[config.mk]
export PLATFORM = sky130hd
export DESIGN_NAME = tlu_controller
export DESIGN_NICKNAME = d
export VERILOG_FILES = /design/src/rtl/tlu_pkg.sv /design/src/rtl/tlu_controller.sv /design/src/rtl/trigger_fifo.sv /design/src/rtl/trigger_counter.sv /design/src/rtl/handshake_timer.sv /design/src/rtl/tlu_trigger_fsm.sv /design/src/rtl/trigger_input.sv /design/src/rtl/tlu_conf_regs.sv
export VERILOG_INCLUDE_DIRS = /design/src /design/src/rtl
export SDC_FILE = /design/constraint.sdc
export NUM_CORES = 1
export LEC_CHECK = 0
export BUFFER_PORTS_ARGS = -buffer_cell sky130_fd_sc_hd__buf_4
export CORE_ASPECT_RATIO = 1.5
export CORE_MARGIN = 3
export CORE_UTILIZATION = 45
export CTS_BUF_LIST = sky130_fd_sc_hd__clkbuf_2
export DETAILED_ROUTE_END_ITERATION = 7
export GPL_ROUTABILITY_DRIVEN = 1
export PLACE_DENSITY_LB_ADDON = 0.15
export SLEW_MARGIN = 20
export SYNTH_ARGS = -nofsm -noshare
export SYNTH_HDL_FRONTEND = slang
export SYNTH_HIERARCHICAL = 1
export SYNTH_SLANG_ARGS = --single-unit
[constraint.sdc]
create_clock -name BUS_CLK -period 4.2 [get_ports BUS_CLK]
set_input_delay 0 -clock BUS_CLK [delete_from_list [all_inputs] [get_ports BUS_CLK]]
set_output_delay 0 -clock BUS_CLK [all_outputs]
set_load 0.02 [all_outputs]
[src/rtl/tlu_macros.svh]
`ifndef TLU_MACROS_SVH
`define TLU_MACROS_SVH

`define TLU_VERSION            8'd6

// register map, byte wide
`define ADDR_SOFT_RST_VERSION  16'd0   // write resets, read gives version
`define ADDR_CONF              16'd1   // bit 0 mode, bit 3 enable
`define ADDR_LOW_TIMEOUT       16'd3
`define ADDR_COUNTER0          16'd8   // read latches all four bytes
`define ADDR_COUNTER1          16'd9
`define ADDR_COUNTER2          16'd10
`define ADDR_COUNTER3          16'd11  // write loads the counter
`define ADDR_LOST_CNT          16'd12
`define ADDR_TRIG_SELECT       16'd13
`define ADDR_VETO_SELECT       16'd14
`define ADDR_TRIG_INVERT       16'd15
`define ADDR_MAX0              16'd16
`define ADDR_MAX1              16'd17
`define ADDR_MAX2              16'd18
`define ADDR_MAX3              16'd19
`define ADDR_TIMEOUT_ERR       16'd22

`define DEF_LOW_TIMEOUT        8'hff
`define DEF_VETO_SELECT        8'hff   // all veto lines active

`define FIFO_DEPTH             8

`endif
[src/rtl/tlu_pkg.sv]
package tlu_pkg;

    typedef logic [15:0] bus_addr_t;
    typedef logic [7:0]  bus_byte_t;
    typedef logic [31:0] trig_word_t;  // trigger number, also the FIFO word
    typedef logic [7:0]  trig_mask_t;  // one bit per input line

    typedef enum logic {
        MODE_STANDARD,
        MODE_TLU_HANDSHAKE
    } trig_mode_t;

    typedef enum logic [1:0] {
        ST_IDLE,
        ST_WAIT_LOW,
        ST_WAIT_ACK
    } fsm_state_t;

    typedef struct packed {
        trig_mode_t mode;
        logic       conf_enable;
        trig_mask_t trig_select;
        trig_mask_t veto_select;
        trig_mask_t trig_invert;
        trig_word_t counter_max;   // 0 disables the limit
        bus_byte_t  low_timeout;
    } tlu_conf_t;

    typedef struct packed {
        trig_word_t trig_count;
        bus_byte_t  lost_cnt;
        bus_byte_t  timeout_err_cnt;
    } tlu_status_t;

endpackage

[src/rtl/tlu_controller.sv]
`timescale 1ns/1ps

module tlu_controller
(
    input  logic                BUS_CLK,
    input  logic                RST,
    input  tlu_pkg::bus_addr_t  bus_add,
    input  tlu_pkg::bus_byte_t  bus_data_in,
    input  logic                bus_rd,
    input  logic                bus_wr,
    output tlu_pkg::bus_byte_t  bus_data_out,
    input  tlu_pkg::trig_mask_t trigger,
    input  tlu_pkg::trig_mask_t trigger_veto,
    input  logic                tlu_trigger,
    input  logic                trigger_enable,
    input  logic                trigger_acknowledge,
    output logic                trigger_accepted_flag,
    output logic                tlu_busy,
    input  logic                fifo_read,
    output logic                fifo_empty,
    output tlu_pkg::trig_word_t fifo_data
);

    logic                      core_rst;
    tlu_pkg::tlu_conf_t        conf;
    wire tlu_pkg::tlu_status_t status;    // fields driven by three blocks
    logic                      counter_set;
    tlu_pkg::trig_word_t       counter_set_value;
    logic                      trig_level;
    logic                      trig_flag;
    logic                      veto_active;
    logic                      limit_reached;
    logic                      timer_run;
    logic                      timeout;

    tlu_conf_regs u_conf_regs (
        .BUS_CLK           (BUS_CLK),
        .RST               (RST),
        .bus_add           (bus_add),
        .bus_data_in       (bus_data_in),
        .bus_rd            (bus_rd),
        .bus_wr            (bus_wr),
        .status            (status),
        .bus_data_out      (bus_data_out),
        .core_rst          (core_rst),
        .conf              (conf),
        .counter_set       (counter_set),
        .counter_set_value (counter_set_value)
    );

    trigger_input u_trigger_input (
        .BUS_CLK      (BUS_CLK),
        .core_rst     (core_rst),
        .conf         (conf),
        .trigger      (trigger),
        .trigger_veto (trigger_veto),
        .tlu_trigger  (tlu_trigger),
        .trig_level   (trig_level),
        .trig_flag    (trig_flag),
        .veto_active  (veto_active)
    );

    tlu_trigger_fsm u_trigger_fsm (
        .BUS_CLK             (BUS_CLK),
        .core_rst            (core_rst),
        .conf                (conf),
        .trigger_enable      (trigger_enable),
        .trigger_acknowledge (trigger_acknowledge),
        .trig_level          (trig_level),
        .trig_flag           (trig_flag),
        .veto_active         (veto_active),
        .limit_reached       (limit_reached),
        .timeout             (timeout),
        .accept              (trigger_accepted_flag),
        .busy                (tlu_busy),
        .timer_run           (timer_run)
    );

    handshake_timer u_handshake_timer (
        .BUS_CLK         (BUS_CLK),
        .core_rst        (core_rst),
        .conf            (conf),
        .timer_run       (timer_run),
        .timeout         (timeout),
        .timeout_err_cnt (status.timeout_err_cnt)
    );

    trigger_counter u_trigger_counter (
        .BUS_CLK           (BUS_CLK),
        .core_rst          (core_rst),
        .conf              (conf),
        .counter_set       (counter_set),
        .counter_set_value (counter_set_value),
        .accept            (trigger_accepted_flag),
        .trig_count        (status.trig_count),
        .limit_reached     (limit_reached)
    );

    // stores the count before this accept's increment
    trigger_fifo u_trigger_fifo (
        .BUS_CLK    (BUS_CLK),
        .core_rst   (core_rst),
        .write      (trigger_accepted_flag),
        .write_data (status.trig_count),
        .fifo_read  (fifo_read),
        .fifo_empty (fifo_empty),
        .fifo_data  (fifo_data),
        .lost_cnt   (status.lost_cnt)
    );

endmodule

[src/rtl/trigger_fifo.sv]
`timescale 1ns/1ps
`include "tlu_macros.svh"

module trigger_fifo
(
    input  logic                BUS_CLK,
    input  logic                core_rst,
    input  logic                write,
    input  tlu_pkg::trig_word_t write_data,
    input  logic                fifo_read,
    output logic                fifo_empty,
    output tlu_pkg::trig_word_t fifo_data,
    output tlu_pkg::bus_byte_t  lost_cnt
);

    localparam int ADDR_W = $clog2(`FIFO_DEPTH);

    tlu_pkg::trig_word_t mem [`FIFO_DEPTH];
    logic [ADDR_W-1:0]   wr_ptr;
    logic [ADDR_W-1:0]   rd_ptr;
    logic [ADDR_W:0]     fill;
    logic                full;
    logic                do_write;
    logic                do_read;

    assign full       = (fill == `FIFO_DEPTH);
    assign fifo_empty = (fill == '0);
    assign do_write   = write && !full;   // no stall, word dropped when full
    assign do_read    = fifo_read && !fifo_empty;
    assign fifo_data  = mem[rd_ptr];      // head word, fall through

    always_ff @(posedge BUS_CLK)
    begin
        if (do_write)
            mem[wr_ptr] <= write_data;
    end

    always_ff @(posedge BUS_CLK)
    begin
        if (core_rst)
        begin
            wr_ptr   <= '0;
            rd_ptr   <= '0;
            fill     <= '0;
            lost_cnt <= '0;
        end
        else
        begin
            if (do_write)
                wr_ptr <= wr_ptr + 1'b1;
            if (do_read)
                rd_ptr <= rd_ptr + 1'b1;
            case ({do_write, do_read})
                2'b10:   fill <= fill + 1'b1;
                2'b01:   fill <= fill - 1'b1;
                default: ;
            endcase
            if (write && full && (lost_cnt != 8'hff))
                lost_cnt <= lost_cnt + 8'd1;  // saturates
        end
    end

    a_no_read_empty: assert property (@(posedge BUS_CLK) disable iff (core_rst)
        fifo_read |-> !fifo_empty)
        else $error("fifo_read while FIFO empty");

endmodule

[src/rtl/trigger_counter.sv]
`timescale 1ns/1ps

module trigger_counter
(
    input  logic                BUS_CLK,
    input  logic                core_rst,
    input  tlu_pkg::tlu_conf_t  conf,
    input  logic                counter_set,
    input  tlu_pkg::trig_word_t counter_set_value,
    input  logic                accept,
    output tlu_pkg::trig_word_t trig_count,
    output logic                limit_reached
);

    always_ff @(posedge BUS_CLK)
    begin
        if (core_rst)
            trig_count <= '0;
        else if (counter_set)   // bus preset beats a concurrent accept
            trig_count <= counter_set_value;
        else if (accept)
            trig_count <= trig_count + 32'd1;
    end

    always_ff @(posedge BUS_CLK)
    begin
        if (core_rst)
            limit_reached <= 1'b0;
        else
            limit_reached <= (conf.counter_max != '0) && (trig_count >= conf.counter_max);
    end

endmodule

[src/rtl/handshake_timer.sv]
`timescale 1ns/1ps

module handshake_timer
(
    input  logic               BUS_CLK,
    input  logic               core_rst,
    input  tlu_pkg::tlu_conf_t conf,
    input  logic               timer_run,
    output logic               timeout,
    output tlu_pkg::bus_byte_t timeout_err_cnt
);

    tlu_pkg::bus_byte_t low_cnt;   // cycles spent waiting for trigger low

    assign timeout = timer_run && (low_cnt == conf.low_timeout);

    always_ff @(posedge BUS_CLK)
    begin
        if (core_rst)
        begin
            low_cnt         <= '0;
            timeout_err_cnt <= '0;
        end
        else
        begin
            if (timer_run)
                low_cnt <= low_cnt + 8'd1;
            else
                low_cnt <= '0;   // restart for next handshake
            if (timeout && (timeout_err_cnt != 8'hff))
                timeout_err_cnt <= timeout_err_cnt + 8'd1;
        end
    end

endmodule

[src/rtl/tlu_trigger_fsm.sv]
`timescale 1ns/1ps

module tlu_trigger_fsm
(
    input  logic               BUS_CLK,
    input  logic               core_rst,
    input  tlu_pkg::tlu_conf_t conf,
    input  logic               trigger_enable,
    input  logic               trigger_acknowledge,
    input  logic               trig_level,
    input  logic               trig_flag,
    input  logic               veto_active,
    input  logic               limit_reached,
    input  logic               timeout,
    output logic               accept,
    output logic               busy,
    output logic               timer_run
);

    tlu_pkg::fsm_state_t state;
    logic                enabled;
    logic                handshake;

    assign enabled   = (trigger_enable || conf.conf_enable) && !veto_active && !limit_reached;
    assign handshake = (conf.mode == tlu_pkg::MODE_TLU_HANDSHAKE);
    assign timer_run = (state == tlu_pkg::ST_WAIT_LOW);

    always_ff @(posedge BUS_CLK)
    begin
        if (core_rst)
        begin
            state  <= tlu_pkg::ST_IDLE;
            accept <= 1'b0;
            busy   <= 1'b0;
        end
        else
        begin
            accept <= 1'b0;
            case (state)
                tlu_pkg::ST_IDLE:
                begin
                    if (trig_flag && enabled)
                    begin
                        accept <= 1'b1;
                        busy   <= handshake;  // TLU sees busy with the accept
                        state  <= handshake ? tlu_pkg::ST_WAIT_LOW : tlu_pkg::ST_WAIT_ACK;
                    end
                end
                tlu_pkg::ST_WAIT_LOW:
                begin
                    // timeout wins so FSM and error count agree
                    if (timeout)
                    begin
                        busy  <= 1'b0;
                        state <= tlu_pkg::ST_IDLE;
                    end
                    else if (!trig_level)
                        state <= tlu_pkg::ST_WAIT_ACK;
                end
                tlu_pkg::ST_WAIT_ACK:
                begin
                    if (trigger_acknowledge)
                    begin
                        busy  <= 1'b0;
                        state <= tlu_pkg::ST_IDLE;
                    end
                end
                default:
                    state <= tlu_pkg::ST_IDLE;
            endcase
        end
    end

    a_accept_from_idle: assert property (@(posedge BUS_CLK) disable iff (core_rst)
        accept |-> ($past(state) == tlu_pkg::ST_IDLE) && (state != tlu_pkg::ST_IDLE))
        else $error("accept without leaving idle");

    // busy belongs to the TLU handshake only
    a_no_busy_standard: assert property (@(posedge BUS_CLK) disable iff (core_rst)
        !handshake |-> !busy)
        else $error("busy raised in standard mode");

endmodule

[src/rtl/trigger_input.sv]
`timescale 1ns/1ps

module trigger_input
(
    input  logic                BUS_CLK,
    input  logic                core_rst,
    input  tlu_pkg::tlu_conf_t  conf,
    input  tlu_pkg::trig_mask_t trigger,
    input  tlu_pkg::trig_mask_t trigger_veto,
    input  logic                tlu_trigger,
    output logic                trig_level,
    output logic                trig_flag,
    output logic                veto_active
);

    logic       trig_or;
    logic       veto_or;
    logic [2:0] sync_s1;   // {veto, tlu trigger, trigger or}
    logic [2:0] sync_s2;
    logic [2:0] sync_s3;
    logic       level_q;

    assign trig_or = |((trigger ^ conf.trig_invert) & conf.trig_select);
    assign veto_or = |(trigger_veto & conf.veto_select);

    always_ff @(posedge BUS_CLK)
    begin
        if (core_rst)
        begin
            sync_s1 <= '0;
            sync_s2 <= '0;
            sync_s3 <= '0;
            level_q <= 1'b0;
        end
        else
        begin
            sync_s1 <= {veto_or, tlu_trigger, trig_or};
            sync_s2 <= sync_s1;
            sync_s3 <= sync_s2;
            level_q <= trig_level;
        end
    end

    assign trig_level  = (conf.mode == tlu_pkg::MODE_TLU_HANDSHAKE) ? sync_s3[1] : sync_s3[0];
    assign trig_flag   = trig_level && !level_q;  // rising edge
    assign veto_active = sync_s3[2];

endmodule

[src/rtl/tlu_conf_regs.sv]
`timescale 1ns/1ps
`include "tlu_macros.svh"

module tlu_conf_regs
(
    input  logic                 BUS_CLK,
    input  logic                 RST,
    input  tlu_pkg::bus_addr_t   bus_add,
    input  tlu_pkg::bus_byte_t   bus_data_in,
    input  logic                 bus_rd,
    input  logic                 bus_wr,
    input  tlu_pkg::tlu_status_t status,
    output tlu_pkg::bus_byte_t   bus_data_out,
    output logic                 core_rst,
    output tlu_pkg::tlu_conf_t   conf,
    output logic                 counter_set,
    output tlu_pkg::trig_word_t  counter_set_value
);

    tlu_pkg::bus_byte_t  conf_byte;
    tlu_pkg::bus_byte_t  low_timeout;
    tlu_pkg::trig_mask_t trig_select;
    tlu_pkg::trig_mask_t veto_select;
    tlu_pkg::trig_mask_t trig_invert;
    tlu_pkg::trig_word_t counter_max;
    logic [23:0]         preset_low;   // bytes 8..10, used when 11 is written
    tlu_pkg::trig_word_t count_buf;
    logic                soft_rst;

    assign soft_rst = bus_wr && (bus_add == `ADDR_SOFT_RST_VERSION);

    always_ff @(posedge BUS_CLK)
    begin
        core_rst <= RST || soft_rst;
    end

    always_ff @(posedge BUS_CLK)
    begin
        if (core_rst)
        begin
            conf_byte   <= '0;
            low_timeout <= `DEF_LOW_TIMEOUT;
            trig_select <= '0;
            veto_select <= `DEF_VETO_SELECT;
            trig_invert <= '0;
            counter_max <= '0;
            preset_low  <= '0;
        end
        else if (bus_wr)
        begin
            case (bus_add)
                `ADDR_CONF:        conf_byte          <= bus_data_in;
                `ADDR_LOW_TIMEOUT: low_timeout        <= bus_data_in;
                `ADDR_COUNTER0:    preset_low[7:0]    <= bus_data_in;
                `ADDR_COUNTER1:    preset_low[15:8]   <= bus_data_in;
                `ADDR_COUNTER2:    preset_low[23:16]  <= bus_data_in;
                `ADDR_TRIG_SELECT: trig_select        <= bus_data_in;
                `ADDR_VETO_SELECT: veto_select        <= bus_data_in;
                `ADDR_TRIG_INVERT: trig_invert        <= bus_data_in;
                `ADDR_MAX0:        counter_max[7:0]   <= bus_data_in;
                `ADDR_MAX1:        counter_max[15:8]  <= bus_data_in;
                `ADDR_MAX2:        counter_max[23:16] <= bus_data_in;
                `ADDR_MAX3:        counter_max[31:24] <= bus_data_in;
                default: ;
            endcase
        end
    end

    // top byte comes straight from the bus
    assign counter_set       = bus_wr && (bus_add == `ADDR_COUNTER3);
    assign counter_set_value = {bus_data_in, preset_low};

    always_comb
    begin
        conf.mode        = tlu_pkg::trig_mode_t'(conf_byte[0]);
        conf.conf_enable = conf_byte[3];
        conf.trig_select = trig_select;
        conf.veto_select = veto_select;
        conf.trig_invert = trig_invert;
        conf.counter_max = counter_max;
        conf.low_timeout = low_timeout;
    end

    // keeps the upper bytes consistent with the low byte just read
    always_ff @(posedge BUS_CLK)
    begin
        if (bus_rd && (bus_add == `ADDR_COUNTER0))
            count_buf <= status.trig_count;
    end

    always_ff @(posedge BUS_CLK)
    begin
        if (RST)
            bus_data_out <= '0;
        else if (bus_rd)
        begin
            case (bus_add)
                `ADDR_SOFT_RST_VERSION: bus_data_out <= `TLU_VERSION;
                `ADDR_CONF:             bus_data_out <= conf_byte;
                `ADDR_LOW_TIMEOUT:      bus_data_out <= low_timeout;
                `ADDR_COUNTER0:         bus_data_out <= status.trig_count[7:0]; // live
                `ADDR_COUNTER1:         bus_data_out <= count_buf[15:8];
                `ADDR_COUNTER2:         bus_data_out <= count_buf[23:16];
                `ADDR_COUNTER3:         bus_data_out <= count_buf[31:24];
                `ADDR_LOST_CNT:         bus_data_out <= status.lost_cnt;
                `ADDR_TRIG_SELECT:      bus_data_out <= trig_select;
                `ADDR_VETO_SELECT:      bus_data_out <= veto_select;
                `ADDR_TRIG_INVERT:      bus_data_out <= trig_invert;
                `ADDR_MAX0:             bus_data_out <= counter_max[7:0];
                `ADDR_MAX1:             bus_data_out <= counter_max[15:8];
                `ADDR_MAX2:             bus_data_out <= counter_max[23:16];
                `ADDR_MAX3:             bus_data_out <= counter_max[31:24];
                `ADDR_TIMEOUT_ERR:      bus_data_out <= status.timeout_err_cnt;
                default:                bus_data_out <= '0;
            endcase
        end
    end

    // core_rst at most one cycle past RST or a single soft reset strobe
    a_core_rst_len: assert property (@(posedge BUS_CLK)
        !RST && !$past(RST) && $past(core_rst) |-> !core_rst)
        else $error("core_rst held beyond RST");

endmodule

[Yosys cells after proc, flatten, opt, wreduce, memory -nomap -nowiden]
Memories as Yosys holds them, arrays and structs flattened. A register that Yosys moved wholly into a read port is not among the register bits.
Cells that the tools add are included.
Widths: inputs -> output; s select.
Operators by class
  mux-type cells: 20
  shifts and indexed selects: 0
  equality and inequality tests: 27
  reductions and logical operators: 46
  multipliers: 0
  add/sub/neg operators: 8
  bitwise operators: 5
  magnitude comparators: 1
  div/mod/pow operators: 0
Operators with widths (count)
  $eq 16x4->1 const B: 8
  $pmux 8 s16: 1
  $eq 16x5->1 const B: 5
  $mux 32: 2
  $add 32x1->32 const B: 1
  $ge 32x32->1: 1
  $reduce_bool 32->1: 1
  $add 8x1->8 const B: 3
  $reduce_and 2->1: 12
  $and 8x8->8: 2
  $eq 16x1->1 const B: 1
  $eq 16x2->1 const B: 1
  $logic_not 16->1: 1
  $ne 8x8->1 const B: 2
  $reduce_or 8->1: 2
  $logic_and 1x1->1: 14
  $mux 2: 5
  $eq 8x8->1: 1
  $pmux 4 s2: 1
  $xor 8x8->8: 1
  $mux 1: 7
  $add 3x1->3 const B: 2
  $mux 3: 2
  $pmux 2 s3: 1
  19 further kinds: 30
Storage, ports and cells
  register bits after elaboration: 218
  bits in read-only memories: 0
  bits in writable memories: 256
  memories: 1
  bits in latches: 0
  logic and storage cells: 138
Memories
  u_trigger_fifo.mem: words 8, bits a word 32, rd ports 1, clocked after Yosys merged registers in 1, write ports 1, RTL line trigger_fifo.sv:18  | tlu_pkg::trig_word_t mem [`FIFO_DEPTH];

[Depth between registers and ports, before layout]
Gate-level depths: netlist of the first run.
  depth in word-level cells: 6
  gate-level depth with buffers: 10
  mapped depth without buffers: 9

[Cells and area by module]
The synthesis of the first run kept the hierarchy.
By module, submodules not included
  trigger_fifo: cells an instance 486, area each 10644.0 um^2, instances 1
  tlu_conf_regs: cells an instance 627, area each 5904.4 um^2, instances 1
  trigger_counter: cells an instance 338, area each 2627.5 um^2, instances 1
  handshake_timer: cells an instance 90, area each 818.3 um^2, instances 1
  trigger_input: cells an instance 40, area each 416.6 um^2, instances 1
  tlu_trigger_fsm: cells an instance 28, area each 284.0 um^2, instances 1

[Worst setup path after synthesis of the first run]
No wires, ideal clock.
  path type: register to register
  from: register u_trigger_fsm.accept
  to: memory u_trigger_fifo/mem[0][0] (netlist name), enable pin
  arrival time: 4264 ps
  path buffers: 1
  setup slack: -566 ps
  cell stages (with the launch flop): 4
  required time: 3698 ps
  path through: dfxtp_1 -> clkbuf_1 -> nand2_1 -> nor4_1
Between the ends
  word-level cells in the longest chain between the ends: 3
RTL lines
  start, declared: RTL line tlu_trigger_fsm.sv:15  | output logic accept,
  start signal, assigned: RTL line tlu_trigger_fsm.sv:33  | accept <= 1'b0;
  start signal, assigned: RTL line tlu_trigger_fsm.sv:38  | accept <= 1'b0;
  start signal, assigned: RTL line tlu_trigger_fsm.sv:44  | accept <= 1'b1;
  $logic_and 1x1->1: RTL line trigger_fifo.sv:28  | assign do_write = write && !full;
  $mux 1: RTL line trigger_fifo.sv:34  | if (do_write)
  $mux 1 (implied by the code): RTL line trigger_fifo.sv:35  | mem[wr_ptr] <= write_data;
  end, declared: RTL line trigger_fifo.sv:18
No other way between the ends.

[Worst setup path after layout of the first run]
  from: input bus_add[4]
  to: register u_conf_regs.counter_max[12]
Between the ends
  word-level cells in the longest chain between the ends: 2
RTL lines
  start, declared: RTL line tlu_controller.sv:7  | input tlu_pkg::bus_addr_t bus_add,
  $eq 16x5->1: RTL line tlu_conf_regs.sv:51  | case (bus_add)
  $reduce_and 2->1 (no line)
  end signal, assigned: RTL line tlu_conf_regs.sv:61  | `ADDR_MAX1: counter_max[15:8] <= bus_data_in;
  end, declared: RTL line tlu_conf_regs.sv:25  | tlu_pkg::trig_word_t counter_max;
No other way between the ends.
A chain may end at the register's enable or synchronous reset.

==> results of run 1 <==
-- sequential cells by signal (all words and copies together), names as in the netlist, 4 cells and up, named ones only --
register / cells
u_trigger_fifo/fill: 4
u_trigger_counter/trig_count: 32
u_conf_regs/veto_select: 8
u_conf_regs/low_timeout: 8
u_conf_regs/conf_byte: 8
u_conf_regs/count_buf: 24
u_conf_regs/trig_select: 8
u_handshake_timer/low_cnt: 8
u_conf_regs/counter_max: 32
u_trigger_fifo/lost_cnt: 8
u_conf_regs/bus_data_out: 8
u_handshake_timer/timeout_err_cnt: 8
u_trigger_fifo/mem: 256
u_conf_regs/trig_invert: 8
u_conf_regs/preset_low: 24
-- cell type report --
cell class	instances	area share
Sequential cell	469	0.511
Multi-Input combinational cell	994	0.330
Antenna cell	2	0.000210
Timing Repair Buffer	220	0.0798
Inverter	45	0.00708
Clock inverter	32	0.00671
Tap cell	582	0.0305
Clock buffer	164	0.0344
-- cell families after synthesis --
kind of cell	Yosys count
xor gates and xnor gates	62
AOI/OAI and AO/OA	214
buffers and inverters	146
adders and majority gates	44
muxes	169
DFF	469
and+or+nand+nor	505
-- cell usage in the layout (no fill, tap or decap), types with 27 or more instances in the layout --
cell / instances
edfxtp_1: 280
dfxtp_1: 185
clkbuf_2: 164
nor2_1: 131
buf_4: 124
nand2_1: 117
dlygate4sd3_1: 94
a21oi_1: 65
mux4_2: 64
nand3_1: 60
mux2i_1: 60
mux2_2: 45
inv_1: 44
ha_1: 44
xnor2_1: 37
clkinv_1: 28
nor4_1: 27
-- per-stage QoR --
step | instances | util
after global placement | 2216 | 0.485
final | 2508 | 0.528
after global routing | 2508 | 0.528
after CTS | 2505 | 0.528
after floorplan | 1609 | -
after detailed placement | 2216 | 0.485
-- worst max-delay path, delay by kind of cell --
family                 cells  cell delay, ns
buffers and inverters      8            4.12
AO/OA/AOI/OAI              1            0.15
AND/OR/NAND/NOR            4            0.69
-- timing repair --
action,in CTS,in global routing
setup endpoints to repair,0,4
gates resized for setup,0,1
hold buffers,93,2
endpoints found under the hold margin,163,14
-- power by group --
group | internal (mW) | total, mW | switching (mW)
clock | 1.10 | 2.87 | 1.77
combinational | 0.0939 | 0.225 | 0.131
sequential | 4.81 | 4.83 | 0.0134
-- worst paths after layout --
kind,end,slack [ns],cells past startpoint
max,u_conf_regs/counter_max[12],0.22,13
min,u_conf_regs/bus_data_out[6],0.14,7
min reg2reg,u_trigger_input/sync_s3[2],0.44,1
max reg2reg,u_conf_regs/bus_data_out[0],0.23,10
-- per-layer routing --
layer,global-route usage,routed length [microns]
met1,0.268,22000
met2,0.444,31100
met3,0.0449,3470
met4,0.159,3940
met5,0,0
==> flow_metrics.py, run 1 <==
metrics = {
    "floorplan": {
        "coreArea_sq_mm": 0.0452,
        "num_rows": 95,
        "io_pins": 91,
        "initial_core_util": 0.458,
        "die_h_microns": 269,
        "dieArea_sq_mm": 0.0487,
        "die_w_microns": 181,
    },
    "logic_synthesis": {
        "avgSynthCellArea_sq_um": 12.9,
        "yosys.area_share.simple": 0.127,
        "ys_top_cells_by_area": "edfxtp_1 41%, dfxtp_1 18%, mux4_2 7.0%",
        "yosys.area_share.adder": 0.0266,
        "ys_warn_count": 6,
        "synth_xor_area_frac": 0.0266,
        "yosysMostFrequentCell": "edfxtp_1",
        "ys_ff_latch": 469,
        "ys_top_cells_by_count": "280 x edfxtp_1, 189 x dfxtp_1, 134 x nor2_1, 117 x nand2_1, 65 x a21oi_1",
        "synth_nets": 1701,
        "synth_cell_types": 93,
        "synth_top_cell_area_share": 0.406,
        "synth_top_family_by_area": "simple AND/OR/NAND/NOR gates",
        "muxShareOfSynthArea": 0.123,
        "yosysSeqAreaShare": 0.589,
        "synth_edf_count": 280,
        "syn_area_sq_mm": 0.0207,
        "syn_inst": 1609,
        "synth_compound_area_frac": 0.0736,
        "synth_area_leader_cell": "edfxtp_1",
        "synth-main-ff-cell": "edfxtp_1",
        "async_flop_share": 0,
    },
    "detailed_routing": {
        "drt_iter0_drc": 1230,
        "wl_per_cell_microns": 24.1,
        "vias": 14600,
        "vias_per_cell": 5.82,
        "first_pass_iters": 8,
        "finalWirelength_microns": 60500,
        "ant_nets": 0,
        "drc": 1,
    },
    "layout": {
        "multi_input_area_sq_mm": 0.00787,
        "design_area_sq_mm": 0.0239,
        "syn2layout_area_growth_pct": 15.3,
        "seq_area_sq_mm": 0.0122,
        "drive_gt1_frac": 0.233,
        "fillers": 4025,
        "final_nets": 1931,
    },
    "timing": {
        "relSlewSlack": 0.254,
        "rsz0062_at_grt": "false",
        "setup_viol": 0,
        "timing.hold.ws_ns": 0.135,
        "tightestPinTransition_ns": 1.12,
        "tns_ns": 0,
        "fmax_mhz": 251,
        "setup_ws_ns": 0.224,
        "hold_viol": 0,
        "min_period_over_period": 0.947,
        "min_period_ns": 3.98,
        "slew_viol_final": 0,
        "fin_skew_ns": 0.0773,
    },
    "worst_hold_path": {
        "min_from": "bus_add[8]",
        "hp-class": "input port to flop",
    },
    "power": {
        "p_leak_nw": 8.39,
        "p_per_area_mw_per_mm2": 332,
        "peakVddDrop_v": 0.000186,
        "power.total_mw": 7.93,
    },
    "status": {
        "failed_checks": "DRC",
        "outcome": "complete, but fails checks",
    },
    "place": {
        "port_buffers": 90,
        "place_area_sq_mm": 0.0219,
        "dp_slack_ns": 1.43,
        "dp_hpwl_microns": 39300,
        "gp_congestion": 0.910,
    },
    "clock_tree": {
        "h-tree-depth": 3,
        "cts_tree": "done",
        "cts_max_path_buffers": 3,
        "cts.sinks": 469,
        "clkTransAtPathRegs_ns": 0.10,
        "numCtsBuffers": 109,
        "clk_latency_ns": 1.07,
        "cts_root_buffer": "clkbuf_2",
        "postCtsSetupBuffers": 0,
    },
    "setup_path": {
        "crit_start": "bus_add[4]",
        "crit_type": "input port to flop",
        "worst_ep_required_time_ns": 5.20,
        "r2r_start": "u_conf_regs/count_buf[8]",
        "worstPathArrival_ns": 4.97,
        "slowest_delay_ns": 0.71,
        "cpMostUsedCell": "dlygate4sd3_1",
        "worst_setup_path_end_kind": "flop",
        "critPathSlowestCell": "dlygate4sd3_1",
        "cp-start-kind": "input port",
        "cp_cell_sequence": "dlygate4sd3_1 -> buf_4 -> nor4b_1 -> dlygate4sd3_1 -> nand4_1 -> dlygate4sd3_1 -> nor2b_1 -> dlygate4sd3_1 -> buf_4 -> nand3_1 -> dlygate4sd3_1 -> a21oi_1 -> dlygate4sd3_1",
        "path_max_fanout": 18,
    },
    "global_routing": {
        "overflow": 0,
        "grt_pass1_vias": 15300,
        "antenna_found_initial": 2,
        "grtUsageTotal": 0.247,
        "grt_pass1_wl_microns": 91200,
        "grt_max_degree": 80,
    },
    "flow_run": {
        "cap_violations": 0,
    },
}
(Power assumes the default switching activity.)
==> run 2: changes to the inputs <==
--- a/config.mk
+++ b/config.mk
@@ -7,6 +7,8 @@
 export NUM_CORES = 1
 export LEC_CHECK = 0
 export BUFFER_PORTS_ARGS = -buffer_cell sky130_fd_sc_hd__buf_4
+export CELL_PAD_IN_SITES_DETAIL_PLACEMENT = 1
+export CELL_PAD_IN_SITES_GLOBAL_PLACEMENT = 1
 export CORE_ASPECT_RATIO = 1.5
 export CORE_MARGIN = 3
 export CORE_UTILIZATION = 45
==> run 2 against run 1 <==
  * The flow now finishes without violations
  * Sequential power barely moved
  * Utilization increased by 0.12 points
  * Routed wire length up 5.6%
  * Clock power is 1% higher
  * Via count increased by 0.58%
  * Count of clock-buffer cells in the layout did not move
==> flow_metrics.py, run 2 (synthesized netlist as in run 1, its figures left out) <==
metrics = {
    "global_routing": {
        "grtUsageTotal": 0.262,
        "grt_pass1_wl_microns": 96800,
        "grt_max_degree": 73,
        "antenna_found_initial": 2,
        "overflow": 0,
        "grt_pass1_vias": 15900,
    },
    "worst_hold_path": {
        "hp-class": "input port to flop",
        "min_from": "bus_add[12]",
    },
    "layout": {
        "multi_input_area_sq_mm": 0.00787,
        "reg_top3": "u_trigger_fifo/mem (256), u_conf_regs/counter_max (32), u_trigger_counter/trig_count (32)",
        "layout_commonest_cell": "edfxtp_1",
        "seq_area_sq_mm": 0.0122,
        "regMostFlops": "u_trigger_fifo/mem",
        "final_nets": 1932,
        "syn2layout_area_growth_pct": 15.6,
        "fillers": 4753,
        "drive_gt1_frac": 0.236,
        "mostFrequentLayoutCells": "280 x edfxtp_1, 186 x dfxtp_1, 164 x clkbuf_2",
        "design_area_sq_mm": 0.0239,
        "largest_register_ffs": 256,
    },
    "timing": {
        "slew_viol_final": 0,
        "hold_viol": 0,
        "setup_ws_ns": 0.429,
        "tns_ns": 0,
        "relSlewSlack": 0.262,
        "fin_skew_ns": 0.0679,
        "min_period_over_period": 0.898,
        "fmax_mhz": 265,
        "min_period_ns": 3.77,
        "tightestPinTransition_ns": 1.10,
        "rsz0062_at_grt": "false",
        "setup_viol": 0,
    },
    "floorplan": {
        "dieArea_sq_mm": 0.0487,
        "die_h_microns": 269,
        "initial_core_util": 0.458,
        "io_pins": 91,
        "num_rows": 95,
        "coreArea_sq_mm": 0.0452,
        "die_w_microns": 181,
    },
    "clock_tree": {
        "numCtsBuffers": 108,
        "clk_latency_ns": 1.07,
        "cts_tree": "done",
        "h-tree-depth": 3,
        "postCtsSetupBuffers": 0,
        "cts_root_buffer": "clkbuf_2",
        "clkTransAtPathRegs_ns": 0.12,
        "cts.sinks": 469,
        "cts_max_path_buffers": 3,
    },
    "setup_path": {
        "crit_family": "buffers and inverters",
        "cp_cell_sequence": "dlygate4sd3_1 -> buf_4 -> or4_4 -> dlygate4sd3_1 -> nor4_4 -> nand3_1 -> dlygate4sd3_1 -> and3_2 -> dlygate4sd3_1 -> a32oi_1 -> dlygate4sd3_1",
        "r2r_setup_slack_ns": 1.16,
        "critical_path_buf_inv_count": 6,
        "cpMostUsedCell": "dlygate4sd3_1",
        "r2r_start": "u_trigger_counter/trig_count[0]",
        "crit_type": "input port to flop",
        "worst_ep_required_time_ns": 5.22,
        "cp-start-kind": "input port",
        "worst_setup_path_end_kind": "flop",
        "path_max_fanout": 14,
        "critPathSlowestCell": "nor4_4",
        "crit_start": "bus_add[7]",
        "slowest_delay_ns": 0.79,
        "worstPathArrival_ns": 4.79,
    },
    "detailed_routing": {
        "wl_per_cell_microns": 25.4,
        "drt_iter0_drc": 1073,
        "drc": 0,
        "vias": 14700,
        "ant_nets": 0,
        "vias_per_cell": 5.84,
        "finalWirelength_microns": 63900,
        "first_pass_iters": 5,
    },
    "status": {
        "outcome": "finished clean",
    },
    "place": {
        "place_area_sq_mm": 0.0219,
        "port_buffers": 90,
        "dp_slack_ns": 1.37,
        "gp_congestion": 0.913,
        "dp_hpwl_microns": 42000,
    },
    "flow_run": {
        "cap_violations": 0,
    },
    "power": {
        "p_leak_nw": 8.41,
        "p_per_area_mw_per_mm2": 333,
        "power.total_mw": 7.96,
        "peakVddDrop_v": 0.000201,
    },
}
-- run 2: cell types whose count changed in the layout (fill, tap and decap cells not counted), moves of 2 or more --
cell,change
clkinv_2,+3
inv_6,+2
clkinv_1,-5
diode_2,+2
clkinvlp_4,+2
-- run 2: worst paths after layout --
| kind | end | cells past startpoint |
|---|---|---|
| setup / recovery | u_conf_regs/bus_data_out[2] | 11 |
| setup reg to reg | u_conf_regs/bus_data_out[0] | 7 |
| hold reg to reg | u_trigger_counter/trig_count[10] | 2 |
| hold / removal | u_conf_regs/low_timeout[0] | 6 |
-- run 2: metal layers --
layer	vias to the layer above	GRT usage	share of wire
li1	6618	-	-
met4	0	0.158	0.064
met3	164	0.0440	0.044
met1	7434	0.283	0.37
met2	458	0.482	0.53
met5	-	0	0
-- run 2: final cells by class --
cell class,instances,area share
Inverter,45,0.00706
Sequential cell,469,0.510
Tap cell,582,0.0305
Clock buffer,164,0.0343
Antenna cell,4,0.000419
Clock inverter,32,0.00727
Multi-Input combinational cell,994,0.329
Timing Repair Buffer,222,0.0810
-- run 2: repair_timing --
| item | in CTS | in global routing |
|---|---|---|
| gates resized for setup | 0 | 0 |
| hold endpoints to repair | 173 | 3 |
| hold buffers | 92 | 4 |
| endpoints found under the setup margin | 0 | 1 |
-- run 2: per-stage QoR --
step           hold slack (ns)   util  instances
5_1_grt               -0.00947  0.529       2510
3_3_place_gp             0.231  0.485       2216
6_report                0.0135  0.529       2512
4_1_cts                0.00321  0.528       2504
3_5_place_dp             0.226  0.485       2216
2_1_floorplan           0.0938      -       1609
-- run 2: power breakdown --
part | total, mW | switching (mW) | leakage (nW) | internal (mW)
logic | 0.231 | 0.136 | 3.53 | 0.0947
registers | 4.83 | 0.0114 | 4.12 | 4.81
clock network | 2.91 | 1.79 | 0.759 | 1.11
-- run 2: worst reg2reg max path: stages (launching register included) --
cell and delay, ns:
dfxtp_1 0.84, or3b_2 0.52, a2111oi_0 0.43, a31oi_1 0.07, o32ai_1 0.25, a2111oi_0 0.14
o21ai_0 0.18, dlygate4sd3_1 0.57
